<file path="src/logic/tag_store_pkg.sv">
`default_nettype none

package tag_store_pkg;

  // Cache geometry
  localparam int unsigned NumWays    = 32'd4;
  localparam int unsigned NumSets    = 32'd64;
  localparam int unsigned IndexWidth = 32'd6;
  localparam int unsigned TagWidth   = 32'd10;

  // Cycles from a read request until its data shows up
  localparam int unsigned TagLatency = 32'd1;

  // Width of a binary way number
  localparam int unsigned WayIdxWidth = $clog2(NumWays);

  // One-hot way or mask over all ways
  typedef logic [NumWays-1:0] way_t;

  // Binary way number
  typedef logic [WayIdxWidth-1:0] way_idx_t;

  // Set index, also the address into every way
  typedef logic [IndexWidth-1:0] index_t;

  // Tag part of the address
  typedef logic [TagWidth-1:0] tag_t;

  // One stored line descriptor
  typedef struct packed {
    // Line holds data
    logic valid;
    // Line was written since the fill
    logic dirty;
    // Stored tag
    tag_t tag;
  } tag_entry_t;

  // Operations of the request port
  typedef enum logic {
    // Compare the tag in all unlocked ways
    OpLookup = 1'b0,
    // Read out one way and clear it
    OpFlush  = 1'b1
  } op_e;

endpackage

`default_nettype wire

</file>
<file path="src/logic/tag_ram_if.sv">
`timescale 1ns/10ps
`default_nettype none

interface tag_ram_if;
  import tag_store_pkg::*;

  // Per-way access enable
  way_t       req;
  // Per-way write enable, only taken together with req
  way_t       we;
  // Shared set address for all ways
  index_t     index;
  // Shared write data for all ways
  tag_entry_t wdata;

  // Controller side drives the access
  modport ctrl (
    output req, we, index, wdata
  );

  // Array side receives it
  modport array (
    input req, we, index, wdata
  );

endinterface

`default_nettype wire

</file>
<file path="src/logic/tag_array.sv">
`timescale 1ns/10ps
`default_nettype none

module tag_array (
  input  logic                                                 clk_i,
  input  logic                                                 arst_n_i,
  tag_ram_if.array                                             ram,
  input  tag_store_pkg::tag_t                                   cmp_tag_i,
  input  tag_store_pkg::way_t                                   cmp_mask_i,
  output logic                                                 rvalid_o,
  output tag_store_pkg::way_t                                   hit_o,
  output tag_store_pkg::way_t                                   valid_o,
  output tag_store_pkg::way_t                                   dirty_o,
  output tag_store_pkg::tag_entry_t [tag_store_pkg::NumWays-1:0] entries_o
);
  import tag_store_pkg::*;

  // Read token of every way
  way_t way_rvalid;

  // One bank per way, all share address and write data
  for (genvar w = 0; w < NumWays; w++) begin : gen_way
    logic tag_equal;

    tag_ram_bank i_tag_ram_bank (
      .clk_i    ( clk_i          ),
      .arst_n_i ( arst_n_i       ),
      .req_i    ( ram.req[w]     ),
      .we_i     ( ram.we[w]      ),
      .index_i  ( ram.index      ),
      .wdata_i  ( ram.wdata      ),
      .rdata_o  ( entries_o[w]   ),
      .rvalid_o ( way_rvalid[w]  )
    );

    // Tag compare of this way
    assign tag_equal = (entries_o[w].tag == cmp_tag_i);

    // Status bits straight from the stored entry
    assign valid_o[w] = entries_o[w].valid;
    assign dirty_o[w] = entries_o[w].dirty;

    // Locked ways never hit, neither do empty lines
    assign hit_o[w] = cmp_mask_i[w] & entries_o[w].valid & tag_equal;
  end

  // Only requested ways return a token, any of them marks the data valid
  assign rvalid_o = |way_rvalid;

endmodule

`default_nettype wire

</file>
<file path="src/logic/tag_ram_bank.sv">
`timescale 1ns/10ps
`default_nettype none

module tag_ram_bank (
  input  logic                     clk_i,
  input  logic                     arst_n_i,
  input  logic                     req_i,
  input  logic                     we_i,
  input  tag_store_pkg::index_t     index_i,
  input  tag_store_pkg::tag_entry_t wdata_i,
  output tag_store_pkg::tag_entry_t rdata_o,
  output logic                     rvalid_o
);
  import tag_store_pkg::*;

  // Storage of one way, one entry per set
  tag_entry_t mem_q [NumSets];

  // Read token and read data pipelines
  logic [TagLatency-1:0] rvalid_q;
  tag_entry_t            rdata_q [TagLatency];

  logic rd_en;

  // A read is an access without write enable
  assign rd_en = req_i & ~we_i;

  // Memory and read token, all cleared so that the cache starts empty
  always_ff @(posedge clk_i or negedge arst_n_i) begin
    if (!arst_n_i) begin
      for (int unsigned s = 0; s < NumSets; s++) begin
        mem_q[s] <= '0;
      end
      rvalid_q <= '0;
    end else begin
      if (req_i && we_i) begin
        mem_q[index_i] <= wdata_i;
      end
      rvalid_q[0] <= rd_en;
      for (int unsigned l = 1; l < TagLatency; l++) begin
        rvalid_q[l] <= rvalid_q[l-1];
      end
    end
  end

  // Read data, first stage only loads on a read so the output holds afterwards
  always_ff @(posedge clk_i) begin
    if (rd_en) begin
      rdata_q[0] <= mem_q[index_i];
    end
    for (int unsigned l = 1; l < TagLatency; l++) begin
      rdata_q[l] <= rdata_q[l-1];
    end
  end

  assign rdata_o  = rdata_q[TagLatency-1];
  assign rvalid_o = rvalid_q[TagLatency-1];

endmodule

`default_nettype wire

</file>
<file path="src/flat_wrapper.sv">
// flat-port wrapper written by rule: the top's interface ports become plain ports
module tag_array_flat import tag_store_pkg::*;
  (clk_i, arst_n_i, cmp_tag_i, cmp_mask_i, rvalid_o, hit_o, valid_o, dirty_o, entries_o, ram_req, ram_we, ram_index, ram_wdata);
  tag_ram_if ram_i ();
  input  logic clk_i;
  input  logic arst_n_i;
  input  tag_store_pkg::tag_t cmp_tag_i;
  input  tag_store_pkg::way_t cmp_mask_i;
  output logic rvalid_o;
  output tag_store_pkg::way_t hit_o;
  output tag_store_pkg::way_t valid_o;
  output tag_store_pkg::way_t dirty_o;
  output tag_store_pkg::tag_entry_t [tag_store_pkg::NumWays-1:0] entries_o;
  input wire logic [$bits(ram_i.req)-1:0] ram_req;
  input wire logic [$bits(ram_i.we)-1:0] ram_we;
  input wire logic [$bits(ram_i.index)-1:0] ram_index;
  input wire logic [$bits(ram_i.wdata)-1:0] ram_wdata;
  assign ram_i.req = ram_req;
  assign ram_i.we = ram_we;
  assign ram_i.index = ram_index;
  assign ram_i.wdata = ram_wdata;
  tag_array u_core (.clk_i(clk_i), .arst_n_i(arst_n_i), .ram(ram_i), .cmp_tag_i(cmp_tag_i), .cmp_mask_i(cmp_mask_i), .rvalid_o(rvalid_o), .hit_o(hit_o), .valid_o(valid_o), .dirty_o(dirty_o), .entries_o(entries_o));
endmodule
</file>
<file path="config.mk">
export PLATFORM = sky130hd
export DESIGN_NAME = tag_array_flat
export DESIGN_NICKNAME = d
export VERILOG_FILES = /design/src/logic/tag_store_pkg.sv /design/src/logic/tag_ram_if.sv /design/src/logic/tag_array.sv /design/src/logic/tag_ram_bank.sv /design/src/flat_wrapper.sv
export SDC_FILE = /design/constraint.sdc
export NUM_CORES = 2
export LEC_CHECK = 0
export BUFFER_PORTS_ARGS = -buffer_cell sky130_fd_sc_hd__buf_2
export CAP_MARGIN = 20
export CORE_ASPECT_RATIO = 1.1
export CORE_MARGIN = 4
export CORE_UTILIZATION = 55
export CTS_BUF_LIST = sky130_fd_sc_hd__clkbuf_4
export DETAILED_ROUTE_END_ITERATION = 6
export GPL_ROUTABILITY_DRIVEN = 0
export PLACE_DENSITY_LB_ADDON = 0.25
export SETUP_SLACK_MARGIN = 0.3
export SLEW_MARGIN = 20
export SYNTH_ARGS = -nofsm -noshare
export SYNTH_HDL_FRONTEND = slang
export SYNTH_HIERARCHICAL = 1
export SYNTH_SLANG_ARGS = --single-unit
</file>
<file path="constraint.sdc">
create_clock -name clk_i -period 4.4 [get_ports clk_i]
set_clock_uncertainty 0.2 [all_clocks]
set_input_delay 0.22 -clock clk_i [delete_from_list [all_inputs] [get_ports clk_i]]
set_output_delay 0.22 -clock clk_i [all_outputs]
set_load 0.01 [all_outputs]
</file>
==> results.toml <==
[run_status]
result_of_the_run = "finished clean"

[global_routing]
number_of_global_route_vias_before_repair = 104815
grt_pass1_wl_um = 681800
pin_count_of_the_biggest_net_entering_global_routing = 137
grt_usage_pct = 33.09
grt_remaining_overflow = 0
grt_antenna_before_repair = 22

[sta]
final_hold_viol_count = 0
worst_slack_ns = 0.9661
finalSetupViolations = 0
layout_min_cycle_time_ns = 3.434
totalNegativeSetupSlack_ns = 0
fmax_mhz = 291.2
tightest_slew_ns = 1.114
unrepaired_setup_endpoints_after_global_routing = "no"
fin_worst_hold_slack_ns = 0.1672
fin_crit_sh_pct = 78.04
maxSlewHeadroom_pct = 25.50
final-max-slew-violation-count = 0

[worst_setup_path]
critPathKind = "flop to primary output"
worstPathRequired_ns = 3.98
crit_path_end_kind = "primary output"
critPathArrivalTime_ns = 3.01
path_max_fanout = 2
worstSetupStartpointType = "flop"

[final_layout]
regArea_sq_um = 78420
post_route_cells_drive_above_1_share_pct = 46.79
filler_cell_count = 20208
finish.instance_area_sq_um = 160000
layout.cells.most_common = "mux2_2"
design.final.nets = 11191
syn2layout_area_growth_pct = 10.67
multi_input_gate_area_in_the_final_layout_sq_um = 60130
most-common-layout-cells = "mux2_2, dfrtp_1, clkbuf_4"

[synth]
synth_flop_cell = "dfrtp_1"
syn_nets = 10775
yosys_warnings = 6
ys_async_sr_fraction_pct = 98.46
number_of_different_library_cells_in_the_post_synthesis_netlist = 84
ys_ff_latch = 3124
synth_edf_count = 48
syn-instance-count = 10733
synthesized_area_sq_um = 144500
synth-seq-area-share_pct = 54.25
syn_area_per_cell_sq_um = 13.47

[pwr]
p_per_area_nw_per_um2 = 396.9
power_frac_clock_pct = 37.9
switching_share_pct = 26.66
netSwitchingPower_uw = 16920
internal_power_uw = 46550
combinational_share_of_power_pct = 11.0
ir_drop_mv = 0.1940
power.static_leakage_uw = 0.07425
sequentialPowerShare_pct = 51.1

[floorplan]
top_level_ports = 103
placeable_area_sq_um = 261800
placementRows = 197
design.die.area_sq_um = 271100
floorplan.die.height_um = 545.7
initial_utilization_pct = 55.21
die_width_um = 496.8

[route]
route.final.wire_length_um = 453500
drt_pass1_iterations = 6
route.vias.total = 100289
drt.antenna.violating_nets = 0
drc_errors = 0
drt-vias-per-instance = 6.603
wl_per_cell_um = 29.86
detail_route.iter0.violations = 9997

[cts]
number_of_clock_sinks_seen_by_cts = 3124
ctsRootBufferMaster = "clkbuf_4"
cts_made_buffers = 779
clkSlewWorstSetupHoldPaths_ns = 0.07
max-clock-path-buffers = 4
tritoncts = "built"
post_cts_buffers = 0
worst_skew_late_latency_ns = 1.42
htree_num_levels = 6

[placement]
place.detailed.hpwl_um = 281100
buffer_ports.inserted = 102
post_dp_cell_area_sq_um = 149400
detailedPlace.worstSlack_ns = 0.4040

[flow_run]
cap_viol_max_count = 0

[worst_hold_path]
min-delay-path-class = "input pin to flop"
logic make-up (layout without fill, tap and decap cells):
kind of cell	count (synthesis)	in the layout	synth area share [%]
mux	3387	3387	26.93
flops	3124	3124	54.25
compound gates	1807	1807	9.652
buf+inv	1196	2158	4.263
simple gates	1179	1179	4.656
xor+xnor	40	40	0.2424
other cells	0	11	0
synthesized netlist by cell type, types with 64 or more instances:
cell | count | area, sq um
mux4_2 | 79 | 1779
nand3_1 | 107 | 535.5
nand3b_1 | 140 | 1051
o22ai_1 | 121 | 757.0
nor2_2 | 82 | 513.0
a22oi_1 | 414 | 3108
a221oi_1 | 572 | 5010
mux2i_1 | 103 | 1031
nand2_1 | 114 | 427.9
or3b_2 | 73 | 639.4
buf_4 | 198 | 1486
o221ai_1 | 64 | 560.5
a21oi_1 | 197 | 986.0
nor2_1 | 316 | 1186
dfrtp_1 | 3076 | 76970
clkbuf_1 | 467 | 1753
o21ai_0 | 104 | 520.5
buf_1 | 87 | 326.6
nor3_1 | 81 | 405.4
buf_2 | 360 | 1802
mux2_2 | 3184 | 35850
final timing paths:
path	depth (start not counted)	startpoint	to	slack (ns)
setup reg to reg	6	u_core/gen_way[0].i_tag_ram_bank/mem_q[442]	u_core/gen_way[0].i_tag_ram_bank/rdata_q[0][10]	1.35
setup / recovery	4	u_core/gen_way[3].i_tag_ram_bank/rdata_q[0][0]	hit_o[3]	0.97
max in group asynchronous	7	arst_n_i	u_core/gen_way[2].i_tag_ram_bank/mem_q[274]	1.99
hold reg to reg	1	u_core/gen_way[1].i_tag_ram_bank/mem_q[764]	u_core/gen_way[1].i_tag_ram_bank/mem_q[764]	0.29
hold / removal	5	ram_index[5]	u_core/gen_way[1].i_tag_ram_bank/rdata_q[0][0]	0.17
min in group asynchronous	5	arst_n_i	u_core/gen_way[0].i_tag_ram_bank/mem_q[216]	0.61
layout make-up:
type	instances	share of cell area (%)
flip-flops and latches	3124	49.02
multi-input cells	6413	37.59
clock buffers	1162	5.454
repair buffers	814	4.600
well taps	3482	2.724
clock inverters	165	0.5460
inverters	17	0.04224
diodes	11	0.01721
through the flow:
stage / cells / utilization, % / power [uW]
floorplan: 10733 / - / 36820
global placement: 13777 / 57.06 / 39330
detailed placement: 13777 / 57.07 / 39750
CTS: 15176 / 61.08 / 63880
global route: 15181 / 61.10 / 66210
finish: 15188 / 61.10 / 63480
timing repair:
action | in CTS | in global routing
hold endpoints to repair | 6233 | 0
hold buffers | 72 | 0
gates resized for setup | 0 | 0
routing by layer:
layer | vias up | GRT usage (%) | wire length [um]
li1 | 41459 | - | -
met4 | 18 | 19.56 | 30360
met2 | 4928 | 51.18 | 210100
met3 | 1317 | 7.454 | 38220
met5 | - | 0 | 117
met1 | 52567 | 42.81 | 174600
critical path: stages (launching register included):
cell,delay [ns]
edfxtp_1,0.55
xor2_1,0.20
or4_1,0.56
nor3_2,0.16
buf_2,0.15
power by group through the flow:
stage | logic [uW] | clock network (uW) | registers, uW
final | 7000 | 24000 | 32400
after global routing | 7450 | 26100 | 32700
after CTS | 6940 | 24500 | 32400
after detailed placement | 6810 | 0 | 32900
after global placement | 6580 | 0 | 32800
after floorplan | 4330 | 0 | 32500
state kept, by name, summed over array words and instances (netlist names):
signal	count
u_core/gen_way.i_tag_ram_bank/mem_q	3072
u_core/gen_way.i_tag_ram_bank/rdata_q	48
u_core/gen_way.i_tag_ram_bank/rvalid_o	4
(Power assumes the default switching activity.)
