--- src/logic/tag_store_pkg.sv ---
`default_nettype none

package tag_store_pkg;

  // Cache geometry
  localparam int unsigned NumWays    = 32'd4;
  localparam int unsigned NumSets    = 32'd64;
  localparam int unsigned IndexWidth = 32'd6;
  localparam int unsigned TagWidth   = 32'd10;

  // Cycles from a read request until its data shows up
  localparam int unsigned TagLatency = 32'd1;

  // Width of a binary way number
  localparam int unsigned WayIdxWidth = $clog2(NumWays);

  // One-hot way or mask over all ways
  typedef logic [NumWays-1:0] way_t;

  // Binary way number
  typedef logic [WayIdxWidth-1:0] way_idx_t;

  // Set index, also the address into every way
  typedef logic [IndexWidth-1:0] index_t;

  // Tag part of the address
  typedef logic [TagWidth-1:0] tag_t;

  // One stored line descriptor
  typedef struct packed {
    // Line holds data
    logic valid;
    // Line was written since the fill
    logic dirty;
    // Stored tag
    tag_t tag;
  } tag_entry_t;

  // Operations of the request port
  typedef enum logic {
    // Compare the tag in all unlocked ways
    OpLookup = 1'b0,
    // Read out one way and clear it
    OpFlush  = 1'b1
  } op_e;

endpackage

`default_nettype wire

--- src/logic/victim_select.sv ---
`timescale 1ns/10ps
`default_nettype none

module victim_select (
  input  logic                    clk_i,
  input  logic                    arst_n_i,
  input  logic                    choose_i,
  input  tag_store_pkg::way_t     unlocked_i,
  input  tag_store_pkg::way_t     valid_i,
  input  tag_store_pkg::way_t     dirty_i,
  output tag_store_pkg::way_t     way_o,
  output tag_store_pkg::way_idx_t idx_o,
  output logic                    evict_o
);
  import tag_store_pkg::*;

  // Round-robin pointer for full sets
  way_idx_t ptr_q;
  way_idx_t pick;
  way_t     free;

  // Unlocked ways that hold nothing yet
  assign free = unlocked_i & ~valid_i;

  always_comb begin : proc_choose
    logic        found;
    int unsigned cand;
    found = 1'b0;
    cand  = 0;
    pick  = '0;
    if (|free) begin
      // Lowest free way wins, scan downward so the last hit is the lowest
      for (int i = int'(NumWays) - 1; i >= 0; i--) begin
        if (free[i]) begin
          pick = way_idx_t'(i);
        end
      end
    end else begin
      // Set full, start at the pointer and skip locked ways upward
      for (int unsigned k = 0; k < NumWays; k++) begin
        cand = (ptr_q + k) % NumWays;
        if (!found && unlocked_i[cand]) begin
          found = 1'b1;
          pick  = way_idx_t'(cand);
        end
      end
    end
  end

  // Pointer only moves when it actually made the choice
  always_ff @(posedge clk_i or negedge arst_n_i) begin
    if (!arst_n_i) begin
      ptr_q <= '0;
    end else if (choose_i && !(|free)) begin
      ptr_q <= (pick == way_idx_t'(NumWays - 1)) ? '0 : pick + 1'b1;
    end
  end

  assign idx_o   = pick;
  assign way_o   = way_t'(1) << pick;
  // Dirty victim has to be written back before the refill
  assign evict_o = dirty_i[pick];

endmodule

`default_nettype wire

--- config.mk ---
export PLATFORM = sky130hd
export DESIGN_NAME = victim_select
export DESIGN_NICKNAME = d
export VERILOG_FILES = /design/src/logic/tag_store_pkg.sv /design/src/logic/victim_select.sv
export SDC_FILE = /design/constraint.sdc
export NUM_CORES = 1
export LEC_CHECK = 0
export CAP_MARGIN = 10
export CORE_AREA = 8 8 45 47
export CTS_CLUSTER_SIZE = 14
export DETAILED_ROUTE_END_ITERATION = 8
export DIE_AREA = 0 0 53 55
export DONT_BUFFER_PORTS = 1
export PLACE_DENSITY_LB_ADDON = 0.05
export SYNTH_ARGS = -nofsm -noshare
export SYNTH_HDL_FRONTEND = slang
export SYNTH_SLANG_ARGS = --single-unit
--- constraint.sdc ---
create_clock -name clk_i -period 3.7 [get_ports clk_i]
set_input_delay 0.185 -clock clk_i [delete_from_list [all_inputs] [get_ports clk_i]]
set_output_delay 0.185 -clock clk_i [all_outputs]
set_load 0.01 [all_outputs]
==> results of run 1 <==
## layer usage
layer	vias up	wire, um	global-route usage
li1	182	-	-
met1	172	426	0.08067
met2	14	505	0.1289
met3	0	142	0.03743
met4	0	0	0.03879
met5	-	0	0
## stage by stage
stage	power [uW]	hold WS [ns]	cell area (um2)	util	cells
floorplan	123.9	-0.1106	382.9	-	48
global placement	139.9	-0.1105	402.9	0.2911	64
detailed placement	142.7	-0.1105	402.9	0.2911	64
CTS	193.5	0.1985	435.4	0.3146	68
global route	209.2	0.1985	435.4	0.3146	68
finish	188.6	0.1996	435.4	0.3146	68
## cell families (layout without fill, tap and decap cells)
| kind of cell | count (synthesis) | after routing |
|---|---|---|
| AOI/OAI and AO/OA | 16 | 16 |
| adders and majority gates | 4 | 4 |
| buffers and inverters | 4 | 8 |
| DFF | 2 | 2 |
| muxes | 2 | 2 |
| and+or+nand+nor | 20 | 20 |
## worst max path at each step
| stage | startpoint | endpoint | slack [ns] | cells after the start |
|---|---|---|---|---|
| 2_1_floorplan | ptr_q[1] | ptr_q[1] | 1.90 | 5 |
| 3_3_place_gp | ptr_q[1] | ptr_q[1] | 1.79 | 7 |
| 3_5_place_dp | ptr_q[1] | ptr_q[1] | 1.74 | 7 |
| 4_1_cts | ptr_q[1] | way_o[0] | 1.73 | 5 |
| 5_1_grt | ptr_q[1] | ptr_q[1] | 1.59 | 7 |
| 6_report | ptr_q[1] | way_o[0] | 1.76 | 5 |
## worst reg2reg max path, cell delays in order (launching register included)
cell	delay (ns)
dfrtp_1	0.44
nand2b_1	0.18
a21oi_1	0.17
o221ai_2	0.13
nand2_1	0.18
inv_1	0.14
ha_1	0.31
mux2_2	0.25
## cell usage in the layout, fill, tap and decap left out, drive strengths merged, types with 2 or more instances in the layout
cell | synthesis | final
o21ai | 7 | 7
nand2 | 5 | 5
nor2b | 5 | 5
inv | 4 | 4
ha | 4 | 4
a21oi | 3 | 3
nor2 | 3 | 3
clkbuf | 0 | 3
nand2b | 2 | 2
mux2 | 2 | 2
dfrtp | 2 | 2
nor4b | 2 | 2
o221ai | 2 | 2
## final cells by class
class | instances | area share
Sequential cell | 2 | 0.1149
Inverter | 4 | 0.03448
Clock buffer | 3 | 0.05172
Timing Repair Buffer | 1 | 0.02299
Multi-Input combinational cell | 42 | 0.7299
Tap cell | 16 | 0.04598
## power breakdown
group / internal, uW / switching (uW)
Clock: 35.7 / 11.4
Combinational: 41.4 / 52.0
Sequential: 31.2 / 16.9
==> flow_summary.yaml, run 1 <==
yosys:
  seq_area_frac_synth: 0.1307
  synthMostInstantiatedCell: "o21ai_0"
  synthCells: 48
  synth.area.mux_share: 0.05882
  async_flop_share: 1.000
  synth_area_per_cell_um2: 7.976
  synth_area_um2: 382.9
  synth_area_leaders: "dfrtp_1 13%, ha_1 13%, o21ai_0 9.2%, nor2b_1 6.5%, nor4b_4 6.2%"
  ys_seq_elements: 2
  synth_common_cells: "7 x o21ai_0, 5 x nand2_1, 4 x ha_1, 4 x inv_1, 4 x nor2b_1"
  synth_top_family_by_area: "simple AND/OR/NAND/NOR gates"
  synth_top_area_cell: "dfrtp_1"
  yosysUniqueCellTypes: 22
  synth_compound_area_frac: 0.2941
  syn-num-nets: 67
  synth_top_cell_area_share: 0.1307
  synth_xor_area_frac: 0
  synth-main-ff-cell: "dfrtp_1"
  synth_edf_count: 0
  synth_warnings: 0
  synth_fa_ha_area_frac: 0.1307
  yosys.area_share.simple: 0.3464
clocking:
  htree_levels: 1
  clk_latency_ns: 0.22
  post_cts_buffers: 0
  hold_buffers: 1
  cts.repair.resized: 0
  clock_sinks: 2
  clk_path_buf_depth: 2
  cts_root_buf: "clkbuf_4"
  cts_tree: "built"
  cts.clk_slew.worst_paths_ns: 0.03
  cts_made_buffers: 3
place:
  place_congestion: 0.6827
  io_buffer_count: 0
  place_ws_ns: 1.740
  place_hpwl_um: 897.6
layout:
  largest_reg_flops: 2
  multiInputGateArea_um2: 317.8
  seq_area_um2: 50.05
  fillers: 153
  reg.largest.list: "ptr_q: 2 flops"
  largest-register: "ptr_q"
  layout-drive-gt1-share: 0.1923
  area.growth.synth_to_final_pct: 13.73
  nNetsFinal: 73
  num_antenna_cells: 0
worst_hold_path:
  hold_class: "in2async"
die:
  die_h_um: 55
  coreArea_um2: 1384
  row_count: 14
  ios: 22
  dieArea_um2: 2915
  die_x_um: 53
  start_util: 0.2767
detailed_routing:
  avgViaCountPerCell: 5.412
  totalWireLength_mm: 1.074
  drtPass1Iterations: 4
  num_vias: 368
  drc: 0
  drt_iter0_markers: 7
  ant_nets: 0
  wl_per_cell_um: 15.79
sta:
  finClkSkew_ns: 0.0005093
  worst_pin_slew_ns: 0.3303
  fin_crit_ns: 1.937
  fmax_mhz: 516.3
  report.final.hold_viol_count: 0
  rsz0062_at_grt: "no"
  slew_violations: 0
  fin_ws_ns: 1.763
  post-route-period-util: 0.5235
  setup_violations: 0
  tns_ns: 0
  slew_headroom: 0.7767
critical_path:
  worstReg2RegStart: "ptr_q[1]"
  rr_endpoint: "ptr_q[1]"
  cp.arrival_ns: 1.75
  crit_buf_inv: 1
  critPathSlowestCell: "dfrtp_1"
  ff2ff_setup_slack_ns: 1.78
  critPathKind: "reg2out"
  crit_fanout: 9
  endpoint_kind: "primary output"
  slowest_delay_ns: 0.44
  startpoint_type: "flop"
  ff2ff_path_depth: 7
  crit_family: "simple AND/OR/NAND/NOR gates"
  worst-endpoint-required_ns: 3.51
  crit_chain: "and4b_1, o21a_1, or2_2, inv_1, ha_1"
run_status:
  status: "finished clean"
global_routing:
  grt_max_degree: 10
  grt_pass1_vias: 415
  gr-total-overflow: 0
  grt_usage: 0.07764
  grt_pass1_wl_mm: 1.725
  antenna_found_initial: 0
power_and_ir_drop:
  powerDensity_nw_per_um2: 433.2
  ir_worst_vdd_uv: 156.8
  power_leakage_uw: 0.0001912
run:
  cap_viol_max_count: 0
Note: power is estimated with default switching activity, not from simulation.
==> run 2: changes to the inputs <==
- clock period: 3.7 -> 1.8 ns (I/O delays scaled with it)
==> run 2 against run 1 <==
  * Hold slack worse by 0.10 ns
  * Combinational power rose to 4.0 times the previous value
  * Core utilization grew 12 points
  * Die area unchanged
  * Critical path depth is 3 higher
  * Clock skew is 0.0022 ns higher
  * Design area up 38%
  * Total power increased to 3.1 times the previous value
==> flow_summary.yaml, run 2 (synthesis results as in run 1) <==
critical_path:
  worst-endpoint-required_ns: 1.71
  ff2ff_path_depth: 7
  rr_endpoint: "ptr_q[1]"
  ff2ff_setup_slack_ns: 0.07
  crit_fanout: 7
  cp.arrival_ns: 1.69
  critPathKind: "reg2out"
  startpoint_type: "flop"
  endpoint_kind: "primary output"
  worstReg2RegStart: "ptr_q[1]"
layout:
  num_antenna_cells: 0
  postLayoutCoreUtil: 0.4349
  largest_reg_flops: 2
  nNetsFinal: 81
  area.growth.synth_to_final_pct: 57.19
  layout_common_cells: "4 x nand2_1, 4 x nor2b_1, 4 x buf_6, 4 x buf_4"
  layout-drive-gt1-share: 0.5667
  fillers: 139
  reg.largest.list: "ptr_q: 2 flops"
  largest-register: "ptr_q"
detailed_routing:
  wl_per_cell_um: 16.05
  totalWireLength_mm: 1.220
  drtPass1Iterations: 2
  avgViaCountPerCell: 5.395
  drc: 0
  ant_nets: 0
  num_vias: 410
  drt_iter0_markers: 3
place:
  place_hpwl_um: 921.2
  place_congestion: 0.7130
  io_buffer_count: 0
power_and_ir_drop:
  powerDensity_nw_per_um2: 961.8
  internal-power_uw: 343.5
  swShare: 0.4065
  share_comb_of_total_power: 0.652
  seq_power_share: 0.180
  ir_worst_vdd_uv: 452.3
  power_leakage_uw: 0.0002375
  switching_power_uw: 235.3
  pwr-share-clk: 0.168
clocking:
  clock_sinks: 2
  cts.clk_slew.worst_paths_ns: 0.03
  clk_latency_ns: 0.22
  htree_levels: 1
  clk_path_buf_depth: 2
  cts_root_buf: "clkbuf_4"
  cts_tree: "built"
  cts_made_buffers: 3
die:
  coreArea_um2: 1384
  die_h_um: 55
  start_util: 0.2767
  ios: 22
  row_count: 14
  die_x_um: 53
  dieArea_um2: 2915
sta:
  slew_violations: 0
  hold-worst-slack_ns: 0.1000
  fmax_mhz: 562.5
  setup_violations: 0
  finClkSkew_ns: 0.002710
  rsz0062_at_grt: "yes"
  post-route-period-util: 0.9876
  slew_headroom: 0.8111
  worst_pin_slew_ns: 0.2822
  report.final.hold_viol_count: 0
  fin_crit_ns: 1.778
global_routing:
  antenna_found_initial: 0
  grt_pass1_vias: 447
  grt_max_degree: 9
  grt_pass1_wl_mm: 1.794
  gr-total-overflow: 0
  grt_usage: 0.08301
run:
  cap_viol_max_count: 0
run_status:
  status: "finished clean"
worst_hold_path:
  hold_class: "in2async"
run 2: changes by cell type in the layout (fill, tap and decap cells not counted), sizes merged:
cell,change
buf,+8
run 2: layout make-up:
class | instances | area [um2] | area share
multi-input combinational | 42 | 404.1 | 0.6715
timing repair buffer | 9 | 85.08 | 0.1414
sequential | 2 | 52.55 | 0.08732
clock buffer | 3 | 22.52 | 0.03742
tap | 16 | 20.02 | 0.03326
inverter | 4 | 17.52 | 0.02911
run 2: critical path, stage by stage, from the launching register on:
cell and delay (ns):
dfrtp_2 0.44, buf_6 0.14, nor2_4 0.07, o221ai_2 0.09, a31oi_2 0.24, or2_4 0.16, buf_6 0.12, inv_4 0.04
ha_4 0.16
run 2: through the flow:
stage | cell area, um2 | setup WS (ns) | setup TNS [ns] | std cells | total power, uW
4_1_cts | 555.5 | 0.003431 | 0 | 76 | 529.2
3_3_place_gp | 447.9 | 0.001539 | 0 | 70 | 333.9
6_report | 601.8 | 0.02234 | 0 | 76 | 578.8
5_1_grt | 601.8 | -0.07625 | -0.2938 | 76 | 624.7
3_5_place_dp | 447.9 | -0.009096 | -0.009096 | 70 | 337.4
2_1_floorplan | 382.9 | 0.004973 | 0 | 48 | 254.6
run 2: timing repair:
item / in CTS / in global routing
hold endpoints to repair: 2 / 0
cloned: 0 / 0
hold buffers: 1 / 0
setup endpoints to repair: 5 / 6
setup buffers: 2 / 0
resized for setup: 13 / 19
pin swaps: 4 / 7
run 2: power by group through the flow:
stage | Clock, uW | Combinational, uW | Sequential (uW)
after floorplan | 0 | 165 | 89.7
after global placement | 0 | 240 | 93.8
after detailed placement | 0 | 241 | 96.2
after CTS | 106 | 326 | 97.0
after global routing | 105 | 409 | 111
final | 97.1 | 378 | 104
run 2: how the worst max path moves through the flow:
stage,to,slack [ns],depth (start not counted),start
after floorplan,ptr_q[1],0.005,5,ptr_q[1]
after global placement,ptr_q[1],0.002,6,ptr_q[0]
after detailed placement,ptr_q[1],-0.009,6,ptr_q[0]
after CTS,way_o[0],0.003,6,ptr_q[0]
after global routing,way_o[1],-0.08,8,ptr_q[1]
final,way_o[1],0.02,8,ptr_q[1]
run 2: per-layer routing:
metal	GRT usage	wire, um
met2	0.1367	614
met5	0	0
met4	0.05172	0
met1	0.07891	404
met3	0.04813	200
==> run 3: changes to the inputs <==
- CORE_AREA: 8 8 45 47 -> 2 2 39 41
- DIE_AREA: 0 0 53 55 -> 0 0 41 43
- PLACE_DENSITY_LB_ADDON: 0.05 -> 0.15
==> run 3 against run 2 <==
  * Design area decreased by 2.5%
  * Non-clock buffer count unchanged
  * Clock power about the same
  * Sequential power about the same
  * Sequential share of layout area increased by 0.22 points
  * Critical endpoint is now ptr_q[1]
==> flow_summary.yaml, run 3 (synthesis results as in run 1) <==
sta:
  setup_violations: 0
  finClkSkew_ns: 0.0007799
  rsz0062_at_grt: "yes"
  fin_ws_ns: 0.06500
  tns_ns: 0
  slew_headroom: 0.8286
  worst_pin_slew_ns: 0.2545
  report.final.hold_viol_count: 0
  post-route-period-util: 0.9639
  fmax_mhz: 576.4
  slew_violations: 0
  fin_crit_ns: 1.735
critical_path:
  rr_endpoint: "ptr_q[1]"
  crit_fanout: 7
  critPathKind: "reg2reg"
  cp.arrival_ns: 1.83
  worstReg2RegStart: "ptr_q[1]"
  ff2ff_path_depth: 5
  worst-endpoint-required_ns: 1.90
  startpoint_type: "flop"
  endpoint_kind: "flop"
  ff2ff_setup_slack_ns: 0.07
die:
  die_x_um: 41
  die_h_um: 43
  dieArea_um2: 1763
  row_count: 14
  ios: 22
  coreArea_um2: 1384
  start_util: 0.2767
layout:
  reg.largest.list: "ptr_q: 2 flops"
  layout_common_cells: "6 x buf_4, 5 x nand2_1, 4 x o21ai_1, 4 x nor2b_1"
  postLayoutCoreUtil: 0.4241
  nNetsFinal: 81
  largest_reg_flops: 2
  layout-drive-gt1-share: 0.5000
  area.growth.synth_to_final_pct: 53.27
  mostFrequentLayoutCell: "buf_4"
  largest-register: "ptr_q"
  num_antenna_cells: 0
  fin_cells: 76
power_and_ir_drop:
  power_leakage_uw: 0.0002347
  ir_worst_vdd_uv: 415.6
  powerDensity_nw_per_um2: 941.6
  totalPowerFinal_uw: 552.5
detailed_routing:
  num_vias: 394
  avgViaCountPerCell: 5.184
  highest_layer: "met4"
  totalWireLength_um: 980
  dr_wl_met2_um: 520
  wl_per_cell_um: 12.89
  routed-wl-met3_um: 29
  drc: 0
  drtPass1Iterations: 3
  wl_met1_um: 419
  ant_nets: 0
  drt_iter0_markers: 1
global_routing:
  grt_usage: 0.1454
  grt_pass1_vias: 425
  antenna_found_initial: 0
  grt_pass1_wl_mm: 1.697
  grt_max_degree: 9
  gr-total-overflow: 0
clocking:
  cts_tree: "built"
  cts_root_buf: "clkbuf_4"
  htree_levels: 1
  cts_made_buffers: 3
  clk_latency_ns: 0.22
  clock_sinks: 2
  cts.clk_slew.worst_paths_ns: 0.03
  clk_path_buf_depth: 2
place:
  place_congestion: 0.6998
  place_hpwl_um: 781.8
  place_ws_ns: -0.01738
  dp_cells: 70
  io_buffer_count: 0
run:
  cap_viol_max_count: 0
worst_hold_path:
  hold_class: "in2async"
run_status:
  status: "finished clean"
-- run 3: cell counts in the layout (fill, tap and decap cells not counted) --
No cell type changed its count.
-- run 3: worst max-delay path: stages (launching register included) --
cell,delay (ns)
dfrtp_2,0.44
and4b_1,0.23
o21a_1,0.19
or2_4,0.24
ha_1,0.26
mux2_2,0.26
-- run 3: worst max path at each step --
stage / from / endpoint / cells past startpoint
floorplan: ptr_q[1] / ptr_q[1] / 5
finish: ptr_q[1] / ptr_q[1] / 5
global placement: ptr_q[1] / ptr_q[1] / 5
global route: ptr_q[1] / evict_o / 5
CTS: ptr_q[1] / way_o[0] / 6
detailed placement: ptr_q[1] / ptr_q[1] / 5
-- run 3: final cells by class --
cell class	instances	area, um2
fillers	138	797.0
well taps	16	20.02
inverters	4	20.02
clock buffers	3	22.52
repair buffers	9	77.57
flip-flops and latches	2	52.55
multi-input cells	42	394.1
-- run 3: stage by stage --
step	instance area (um2)	hold slack, ns
2_1_floorplan	382.9	-0.2056
3_3_place_gp	447.9	-0.2055
3_5_place_dp	447.9	-0.2055
4_1_cts	523.0	0.09264
5_1_grt	586.8	0.1018
6_report	586.8	0.1037
-- run 3: repair_timing --
item                                   4_1_cts  5_1_grt
setup endpoints to repair                    5        5
pin swaps                                    3        6
gates resized for setup                      8       18
setup buffers                                2        0
endpoints found under the hold margin        2        0
hold buffers                                 1        0
-- run 3: power breakdown --
group          internal (uW)  switching, uW  total (uW)
Combinational            189            161         351
Clock                   73.4           23.9        97.3
Sequential              68.2           36.5         105
Total                    331            222         553
-- run 3: per-layer routing --
| layer | global-route usage | vias up |
|---|---|---|
| li1 | - | 200 |
| met1 | 0.1763 | 185 |
| met2 | 0.2063 | 7 |
| met3 | 0.03141 | 2 |
| met4 | 0.1200 | 0 |
| met5 | 0 | - |
