<file path="src/logic/tag_store_pkg.sv">
`default_nettype none

package tag_store_pkg;

  // Cache geometry
  localparam int unsigned NumWays    = 32'd4;
  localparam int unsigned NumSets    = 32'd64;
  localparam int unsigned IndexWidth = 32'd6;
  localparam int unsigned TagWidth   = 32'd10;

  // Cycles from a read request until its data shows up
  localparam int unsigned TagLatency = 32'd1;

  // Width of a binary way number
  localparam int unsigned WayIdxWidth = $clog2(NumWays);

  // One-hot way or mask over all ways
  typedef logic [NumWays-1:0] way_t;

  // Binary way number
  typedef logic [WayIdxWidth-1:0] way_idx_t;

  // Set index, also the address into every way
  typedef logic [IndexWidth-1:0] index_t;

  // Tag part of the address
  typedef logic [TagWidth-1:0] tag_t;

  // One stored line descriptor
  typedef struct packed {
    // Line holds data
    logic valid;
    // Line was written since the fill
    logic dirty;
    // Stored tag
    tag_t tag;
  } tag_entry_t;

  // Operations of the request port
  typedef enum logic {
    // Compare the tag in all unlocked ways
    OpLookup = 1'b0,
    // Read out one way and clear it
    OpFlush  = 1'b1
  } op_e;

endpackage

`default_nettype wire

</file>
<file path="src/logic/tag_ram_if.sv">
`timescale 1ns/10ps
`default_nettype none

interface tag_ram_if;
  import tag_store_pkg::*;

  // Per-way access enable
  way_t       req;
  // Per-way write enable, only taken together with req
  way_t       we;
  // Shared set address for all ways
  index_t     index;
  // Shared write data for all ways
  tag_entry_t wdata;

  // Controller side drives the access
  modport ctrl (
    output req, we, index, wdata
  );

  // Array side receives it
  modport array (
    input req, we, index, wdata
  );

endinterface

`default_nettype wire

</file>
<file path="src/logic/tag_store_ctrl.sv">
`timescale 1ns/10ps
`default_nettype none

module tag_store_ctrl (
  input  logic                                                 clk_i,
  input  logic                                                 arst_n_i,
  input  tag_store_pkg::way_t                                   spm_lock_i,
  input  tag_store_pkg::op_e                                    req_op_i,
  input  tag_store_pkg::index_t                                 req_index_i,
  input  tag_store_pkg::tag_t                                   req_tag_i,
  input  logic                                                 req_dirty_i,
  input  tag_store_pkg::way_t                                   req_way_i,
  input  logic                                                 req_valid_i,
  output logic                                                 req_ready_o,
  output tag_store_pkg::way_t                                   res_way_o,
  output logic                                                 res_hit_o,
  output logic                                                 res_evict_o,
  output tag_store_pkg::tag_t                                   res_evict_tag_o,
  output logic                                                 res_valid_o,
  input  logic                                                 res_ready_i,
  tag_ram_if.ctrl                                              ram,
  input  logic                                                 rvalid_i,
  input  tag_store_pkg::way_t                                   hit_i,
  input  tag_store_pkg::way_t                                   valid_i,
  input  tag_store_pkg::way_t                                   dirty_i,
  input  tag_store_pkg::tag_entry_t [tag_store_pkg::NumWays-1:0] entries_i,
  output logic                                                 choose_o,
  output tag_store_pkg::way_t                                   unlocked_o,
  input  tag_store_pkg::way_t                                   victim_way_i,
  input  tag_store_pkg::way_idx_t                               victim_idx_i,
  input  logic                                                 victim_evict_i
);
  import tag_store_pkg::*;

  typedef enum logic [1:0] {
    Idle,
    Wait,
    Respond
  } state_e;

  state_e state_q, state_d;

  // Registered request
  op_e    op_q;
  index_t index_q;
  tag_t   tag_q;
  logic   req_dirty_q;
  way_t   way_q;
  way_t   unlocked_q;
  logic   load_req;

  // Read data held while the response waits
  way_t                      hit_q, valid_q, dirty_q;
  tag_entry_t [NumWays-1:0]  entries_q;
  way_t                      hit_sel, valid_sel, dirty_sel;
  tag_entry_t [NumWays-1:0]  entries_sel;
  logic                      latch_rd;

  logic     resp_active;
  logic     upgrade;
  way_idx_t flush_idx;

  // Response is up once data arrived, and stays up in Respond
  assign resp_active = ((state_q == Wait) && rvalid_i) || (state_q == Respond);
  assign res_valid_o = resp_active;

  // Capture the read data in the cycle it arrives
  assign latch_rd = (state_q == Wait) && rvalid_i;

  // Live data in the arrival cycle and the held copy after that
  assign hit_sel     = (state_q == Respond) ? hit_q     : hit_i;
  assign valid_sel   = (state_q == Respond) ? valid_q   : valid_i;
  assign dirty_sel   = (state_q == Respond) ? dirty_q   : dirty_i;
  assign entries_sel = (state_q == Respond) ? entries_q : entries_i;

  // Clean hit with a dirty request marks the line dirty
  assign upgrade = req_dirty_q & ~(|(hit_sel & dirty_sel));

  // Ways the lookup may touch are frozen with the request
  assign unlocked_o = unlocked_q;

  // Binary number of the flushed way
  always_comb begin
    flush_idx = '0;
    for (int unsigned w = 0; w < NumWays; w++) begin
      if (way_q[w]) begin
        flush_idx = way_idx_t'(w);
      end
    end
  end

  // Flush writes back a cleared entry
  // Refill and dirty upgrade both store the request tag with the request's dirty bit
  // Its tag also feeds the tag compare of the array
  always_comb begin : proc_wdata
    if (op_q == OpFlush) begin
      ram.wdata = '0;
    end else begin
      ram.wdata = tag_entry_t'{valid: 1'b1, dirty: req_dirty_q, tag: tag_q};
    end
  end

  // Sequencing, memory access and write-back
  always_comb begin : proc_ctrl
    state_d     = state_q;
    req_ready_o = 1'b0;
    load_req    = 1'b0;
    choose_o    = 1'b0;
    ram.req     = '0;
    ram.we      = '0;
    ram.index   = index_q;
    unique case (state_q)
      Idle: begin
        req_ready_o = 1'b1;
        if (req_valid_i) begin
          load_req  = 1'b1;
          // Flush reads only its way, lookup reads every unlocked way
          ram.req   = (req_op_i == OpFlush) ? req_way_i : ~spm_lock_i;
          ram.index = req_index_i;
          state_d   = Wait;
        end
      end
      Wait, Respond: begin
        if (latch_rd && !res_ready_i) begin
          state_d = Respond;
        end
        if (resp_active && res_ready_i) begin
          state_d = Idle;
          if (op_q == OpFlush) begin
            // Clear the flushed entry
            ram.req = way_q;
            ram.we  = way_q;
          end else if (|hit_sel) begin
            if (upgrade) begin
              ram.req = hit_sel;
              ram.we  = hit_sel;
            end else if (req_valid_i && (req_op_i == OpLookup)) begin
              // Nothing to write so the next lookup can overlap
              req_ready_o = 1'b1;
              load_req    = 1'b1;
              ram.req     = ~spm_lock_i;
              ram.index   = req_index_i;
              state_d     = Wait;
            end
          end else begin
            // Miss refills the victim and advances its pointer
            choose_o = 1'b1;
            ram.req  = victim_way_i;
            ram.we   = victim_way_i;
          end
        end
      end
      default: state_d = Idle;
    endcase
  end

  // Response fields from the operation in flight
  always_comb begin : proc_response
    res_way_o       = '0;
    res_hit_o       = 1'b0;
    res_evict_o     = 1'b0;
    res_evict_tag_o = '0;
    if (op_q == OpFlush) begin
      res_way_o       = way_q;
      res_evict_o     = |(way_q & valid_sel & dirty_sel);
      res_evict_tag_o = entries_sel[flush_idx].tag;
    end else if (|hit_sel) begin
      res_way_o = hit_sel;
      res_hit_o = 1'b1;
    end else begin
      res_way_o       = victim_way_i;
      res_evict_o     = victim_evict_i;
      res_evict_tag_o = entries_sel[victim_idx_i].tag;
    end
  end

  always_ff @(posedge clk_i or negedge arst_n_i) begin
    if (!arst_n_i) begin
      state_q     <= Idle;
      op_q        <= OpLookup;
      index_q     <= '0;
      tag_q       <= '0;
      req_dirty_q <= 1'b0;
      way_q       <= '0;
      unlocked_q  <= '0;
    end else begin
      state_q <= state_d;
      if (load_req) begin
        op_q        <= req_op_i;
        index_q     <= req_index_i;
        tag_q       <= req_tag_i;
        req_dirty_q <= req_dirty_i;
        way_q       <= req_way_i;
        unlocked_q  <= ~spm_lock_i;
      end
    end
  end

  // Held read data
  always_ff @(posedge clk_i) begin
    if (latch_rd) begin
      hit_q     <= hit_i;
      valid_q   <= valid_i;
      dirty_q   <= dirty_i;
      entries_q <= entries_i;
    end
  end

endmodule

`default_nettype wire

</file>
<file path="src/flat_wrapper.sv">
// flat-port wrapper written by rule: the top's interface ports become plain ports
module tag_store_ctrl_flat import tag_store_pkg::*;
  (clk_i, arst_n_i, spm_lock_i, req_op_i, req_index_i, req_tag_i, req_dirty_i, req_way_i, req_valid_i, req_ready_o, res_way_o, res_hit_o, res_evict_o, res_evict_tag_o, res_valid_o, res_ready_i, rvalid_i, hit_i, valid_i, dirty_i, entries_i, choose_o, unlocked_o, victim_way_i, victim_idx_i, victim_evict_i, ram_req, ram_we, ram_index, ram_wdata);
  tag_ram_if ram_i ();
  input  logic clk_i;
  input  logic arst_n_i;
  input  tag_store_pkg::way_t spm_lock_i;
  input  tag_store_pkg::op_e req_op_i;
  input  tag_store_pkg::index_t req_index_i;
  input  tag_store_pkg::tag_t req_tag_i;
  input  logic req_dirty_i;
  input  tag_store_pkg::way_t req_way_i;
  input  logic req_valid_i;
  output logic req_ready_o;
  output tag_store_pkg::way_t res_way_o;
  output logic res_hit_o;
  output logic res_evict_o;
  output tag_store_pkg::tag_t res_evict_tag_o;
  output logic res_valid_o;
  input  logic res_ready_i;
  input  logic rvalid_i;
  input  tag_store_pkg::way_t hit_i;
  input  tag_store_pkg::way_t valid_i;
  input  tag_store_pkg::way_t dirty_i;
  input  tag_store_pkg::tag_entry_t [tag_store_pkg::NumWays-1:0] entries_i;
  output logic choose_o;
  output tag_store_pkg::way_t unlocked_o;
  input  tag_store_pkg::way_t victim_way_i;
  input  tag_store_pkg::way_idx_t victim_idx_i;
  input  logic victim_evict_i;
  output wire logic [$bits(ram_i.req)-1:0] ram_req;
  output wire logic [$bits(ram_i.we)-1:0] ram_we;
  output wire logic [$bits(ram_i.index)-1:0] ram_index;
  output wire logic [$bits(ram_i.wdata)-1:0] ram_wdata;
  assign ram_req = ram_i.req;
  assign ram_we = ram_i.we;
  assign ram_index = ram_i.index;
  assign ram_wdata = ram_i.wdata;
  tag_store_ctrl u_core (.clk_i(clk_i), .arst_n_i(arst_n_i), .spm_lock_i(spm_lock_i), .req_op_i(req_op_i), .req_index_i(req_index_i), .req_tag_i(req_tag_i), .req_dirty_i(req_dirty_i), .req_way_i(req_way_i), .req_valid_i(req_valid_i), .req_ready_o(req_ready_o), .res_way_o(res_way_o), .res_hit_o(res_hit_o), .res_evict_o(res_evict_o), .res_evict_tag_o(res_evict_tag_o), .res_valid_o(res_valid_o), .res_ready_i(res_ready_i), .ram(ram_i), .rvalid_i(rvalid_i), .hit_i(hit_i), .valid_i(valid_i), .dirty_i(dirty_i), .entries_i(entries_i), .choose_o(choose_o), .unlocked_o(unlocked_o), .victim_way_i(victim_way_i), .victim_idx_i(victim_idx_i), .victim_evict_i(victim_evict_i));
endmodule
</file>
<file path="config.mk">
export PLATFORM = sky130hd
export DESIGN_NAME = tag_store_ctrl_flat
export DESIGN_NICKNAME = d
export VERILOG_FILES = /design/src/logic/tag_store_pkg.sv /design/src/logic/tag_ram_if.sv /design/src/logic/tag_store_ctrl.sv /design/src/flat_wrapper.sv
export SDC_FILE = /design/constraint.sdc
export NUM_CORES = 1
export LEC_CHECK = 0
export ABC_CLOCK_PERIOD_IN_PS = 3290
export BUFFER_PORTS_ARGS = -buffer_cell sky130_fd_sc_hd__buf_2
export CAP_MARGIN = 20
export CORE_ASPECT_RATIO = 0.7
export CORE_MARGIN = 5
export CORE_UTILIZATION = 53
export CTS_CLUSTER_DIAMETER = 150
export DETAILED_ROUTE_END_ITERATION = 10
export PLACE_DENSITY = 0.82
export REMOVE_ABC_BUFFERS = 1
export SYNTH_ARGS = -nofsm -noshare
export SYNTH_HDL_FRONTEND = slang
export SYNTH_SLANG_ARGS = --single-unit
</file>
<file path="constraint.sdc">
create_clock -name clk_i -period 3.29 [get_ports clk_i]
set_clock_uncertainty 0.05 [all_clocks]
set_input_delay 0.329 -clock clk_i [delete_from_list [all_inputs] [get_ports clk_i]]
set_output_delay 0.329 -clock clk_i [all_outputs]
set_load 0.1 [all_outputs]
</file>
==> qor.log <==
INFO  synth          synth_enable_flop_cells=52
INFO  setup_path     worst_setup_path_category=reg -> out
INFO  synth          syn_area=4974µm²
INFO  synth          dominantRegCellSynth=sky130_fd_sc_hd__edfxtp_1
INFO  worst_hold_path min_path_type=in -> reg
INFO  setup_path     crit_buf_inv=4
INFO  setup_path     count_of_cells_along_the_worst_register_to_register_path=9
INFO  drt            ant_nets=0
INFO  floorplanning  vertical_extent_of_the_die=91.05µm
INFO  synth          area_share_of_the_largest_cell_type_after_synthesis=0.3140
INFO  clock_tree     ctsLongestPathBuffers=2
INFO  floorplanning  num_rows=29
INFO  clock_tree     clock_buffer_count_from_cts=9
INFO  drt            wl=14,170µm
INFO  clock_tree     cts-htree-levels=3
INFO  grt            total_routing_resource_utilization_after_global_routing=0.2459
INFO  floorplanning  floorplan.die_area=11,450µm²
INFO  drt            wire_per_inst=20.60µm
INFO  clock_tree     clk-insertion-delay-late=340ps
INFO  placement      detailedPlacementHpwl=10,250µm
INFO  setup_path     timing.critical_path.from=u_core.state_q[0]$_DFFE_PN0P_
INFO  setup_path     crit_path_cell_trace=inv_1 > ha_4 > or4b_4 > o2bb2ai_4 > buf_12 > nand2_1 > buf_4 > o21ai_0 > buf_12
INFO  setup_path     crit_path_max_fanout=12
INFO  floorplanning  fp.coreArea=9107µm²
INFO  timing         finalSetupViolCount=0
INFO  setup_path     critical_path_required=2910ps
INFO  timing         worst-slew-pin-transition=755.3ps
INFO  synth          ys_seq_area_frac=0.4548
INFO  setup_path     startpoint_type_of_the_worst_setup_path=flop
INFO  clock_tree     clockRootBuffer=sky130_fd_sc_hd__clkbuf_16
INFO  synth          netlist_top_cells_area=sky130_fd_sc_hd__edfxtp_1 31%, sky130_fd_sc_hd__dfrtp_1 14%, sky130_fd_sc_hd__mux4_2 14%
INFO  floorplanning  ioPinCount=147
INFO  drt            dr.pass1.iters=5
INFO  flow_run       drv.max_cap_violation_count=0
INFO  synth          synth_warn=0
INFO  grt            first_global_vias=4,310
INFO  setup_path     crit_path_end_kind=output port
INFO  placement      place_ws=101.6ps
INFO  synth          synthArstFlopShare=0.3500
INFO  grt            antenna_found_initial=0
INFO  grt            grt_start_max_net_pins=30
INFO  setup_path     timing.critical_path.max_delay_family=buffers and inverters
INFO  cells_and_area layout-drive-gt1-share=0.3972
INFO  setup_path     cp_slowest_stage_delay=490ps
INFO  synth          avgSynthCellArea=11.79µm²
INFO  synth          yosys.cell_types.count=45
INFO  clock_tree     clk_pin_slew_worst_paths=70ps
INFO  cells_and_area final_common_cell=sky130_fd_sc_hd__buf_2
INFO  run_status     status=complete, no violations
INFO  setup_path     critical_path_depth=9
INFO  grt            grt_overflow=0
INFO  synth          synth-seq-cells=80
INFO  synth          syn-instance-count=422
INFO  timing         report.final.slew_viol_count=0
INFO  timing         timing.final.hold_violations=0
INFO  drt            vias_per_cell=6.196
INFO  timing         hold_ws=136.2ps
INFO  cells_and_area area_delta_synth_final=29.46%
INFO  cells_and_area final_cell_mix=117 x sky130_fd_sc_hd__buf_2, 52 x sky130_fd_sc_hd__edfxtp_1, 38 x sky130_fd_sc_hd__mux2i_1
INFO  timing         fin_crit=3178ps
INFO  drt            via_count=4,263
INFO  placement      finalWeightedCongestion=0.8256
INFO  setup_path     rrSetupSlack=590ps
INFO  clock_tree     clock-sinks=80
INFO  setup_path     critical_path_arrival=2800ps
INFO  timing         max_freq=314.7MHz
INFO  clock_tree     clock_tree_from_tritoncts=built
INFO  drt            initialDrtViolationCount=415
INFO  timing         postLayoutSetupSlackWorst=112.4ps
INFO  setup_path     worst_r2r_startpoint=u_core.state_q[0]$_DFFE_PN0P_
INFO  setup_path     cell_at_the_slowest_stage_of_the_critical_path=sky130_fd_sc_hd__or4b_4
INFO  cells_and_area design.final.nets=661
INFO  floorplanning  floorplan_die_width=125.8µm
INFO  setup_path     timing.rr.end=u_core.req_dirty_q$_DFFE_PN0P_
INFO  drt            post-route-drc-count=0
INFO  cells_and_area antenna_diode_count=0
INFO  timing         slew-limit-headroom=0.4965
INFO  timing         layout_worst_path_cycle_share=0.9658
INFO  setup_path     crit_top_cell=sky130_fd_sc_hd__buf_12
INFO  grt            grt_pass1_wl=22,650µm
INFO  placement      port_buffers=138
INFO  floorplanning  floorplan.initialDensity=0.5461
INFO  setup_path     critPathCapture=res_evict_tag_o[0]
INFO  synth          synth_largest_area_cell=sky130_fd_sc_hd__edfxtp_1
==> routing by layer <==
layer  wire length, µm  vias up  global-route usage
met1              5777     2119              0.3359
li1                  -     1906                   -
met4               158        0             0.07054
met2              7135      220              0.4021
met5                 0        -                   0
met3              1099       18             0.05161
==> cell type report <==
cell class | instances | area (µm²)
tap | 124 | 155.1
multi-input combinational | 296 | 2552
inverter | 18 | 67.56
fill | 657 | 2669
clock buffer | 10 | 229.0
timing repair buffer | 154 | 1136
clock inverter | 6 | 36.28
sequential | 80 | 2262
==> Yosys cell counts (6+ instances only) <==
library cell and instances:
sky130_fd_sc_hd__a21oi_1 30, sky130_fd_sc_hd__a221o_1 6, sky130_fd_sc_hd__a22o_1 7, sky130_fd_sc_hd__buf_2 7
sky130_fd_sc_hd__clkbuf_1 16, sky130_fd_sc_hd__dfrtp_1 28, sky130_fd_sc_hd__edfxtp_1 52, sky130_fd_sc_hd__inv_1 17
sky130_fd_sc_hd__mux2_2 16, sky130_fd_sc_hd__mux2i_1 38, sky130_fd_sc_hd__mux4_2 30, sky130_fd_sc_hd__nand2_1 24
sky130_fd_sc_hd__nand3_1 7, sky130_fd_sc_hd__nor2_1 31, sky130_fd_sc_hd__nor2b_1 13, sky130_fd_sc_hd__o21ai_0 40
==> state kept, by name (all words and copies together), names as in the netlist <==
signal and count:
u_core.way_q 4, u_core.state_q 2, u_core.entries_q 40, u_core.unlocked_o 4, u_core.op_q 1, u_core.index_q 6
u_core.valid_q 4, u_core.dirty_q 4, u_core.hit_q 4, u_core.req_dirty_q 1, u_core.tag_q 10
==> cell families after synthesis <==
logic type	Yosys count	share of synthesized area
DFF	80	0.4548
and+or+nand+nor	95	0.09459
adders and majority gates	4	0.01006
buffers and inverters	46	0.04025
AOI/OAI and AO/OA	108	0.1404
muxes	89	0.2599
==> worst register-to-register path: stages (launching register included) <==
cell and delay (ps):
sky130_fd_sc_hd__dfrtp_1 410, sky130_fd_sc_hd__inv_1 150, sky130_fd_sc_hd__ha_4 220, sky130_fd_sc_hd__or4b_4 490, sky130_fd_sc_hd__o2bb2ai_4 170, sky130_fd_sc_hd__buf_12 140, sky130_fd_sc_hd__nor3_2 60, sky130_fd_sc_hd__a31oi_4 310
sky130_fd_sc_hd__buf_12 230, sky130_fd_sc_hd__mux2_2 360
==> per-stage QoR <==
| step | area [µm²] | TNS (ps) | util | std cells |
|---|---|---|---|---|
| after floorplan | 4841 | -134230 | - | 394 |
| after global placement | 6066 | 0 | 0.6660 | 665 |
| after detailed placement | 6066 | 0 | 0.6660 | 665 |
| after CTS | 6409 | 0 | 0.7037 | 688 |
| after global routing | 6439 | -4.337 | 0.7070 | 688 |
| final | 6439 | 0 | 0.7070 | 688 |
==> worst min-delay path by stage <==
| stage | start | end | slack (ps) | cells after the start |
|---|---|---|---|---|
| after floorplan | arst_n_i | u_core.index_q[0]$_DFFE_PN0P_ | -20 | 0 |
| after global placement | arst_n_i | u_core.index_q[4]$_DFFE_PN0P_ | 330 | 1 |
| final | valid_i[3] | u_core.valid_q[3]$_DFFE_PP_ | 140 | 1 |
| after detailed placement | arst_n_i | u_core.index_q[5]$_DFFE_PN0P_ | 360 | 1 |
| after CTS | valid_i[3] | u_core.valid_q[3]$_DFFE_PP_ | 120 | 1 |
| after global routing | valid_i[2] | u_core.valid_q[2]$_DFFE_PP_ | 130 | 1 |
==> what timing repair did <==
item                                   CTS  global route
setup endpoints to repair               20            18
hold buffers                             1             0
buffers inserted                         6             0
gates resized for setup                  2            17
endpoints found under the hold margin   17             0
pin swaps                                1             1
Power is not shown: default switching activity piles up to over one toggle a cycle in this logic, so the estimate is an artifact.
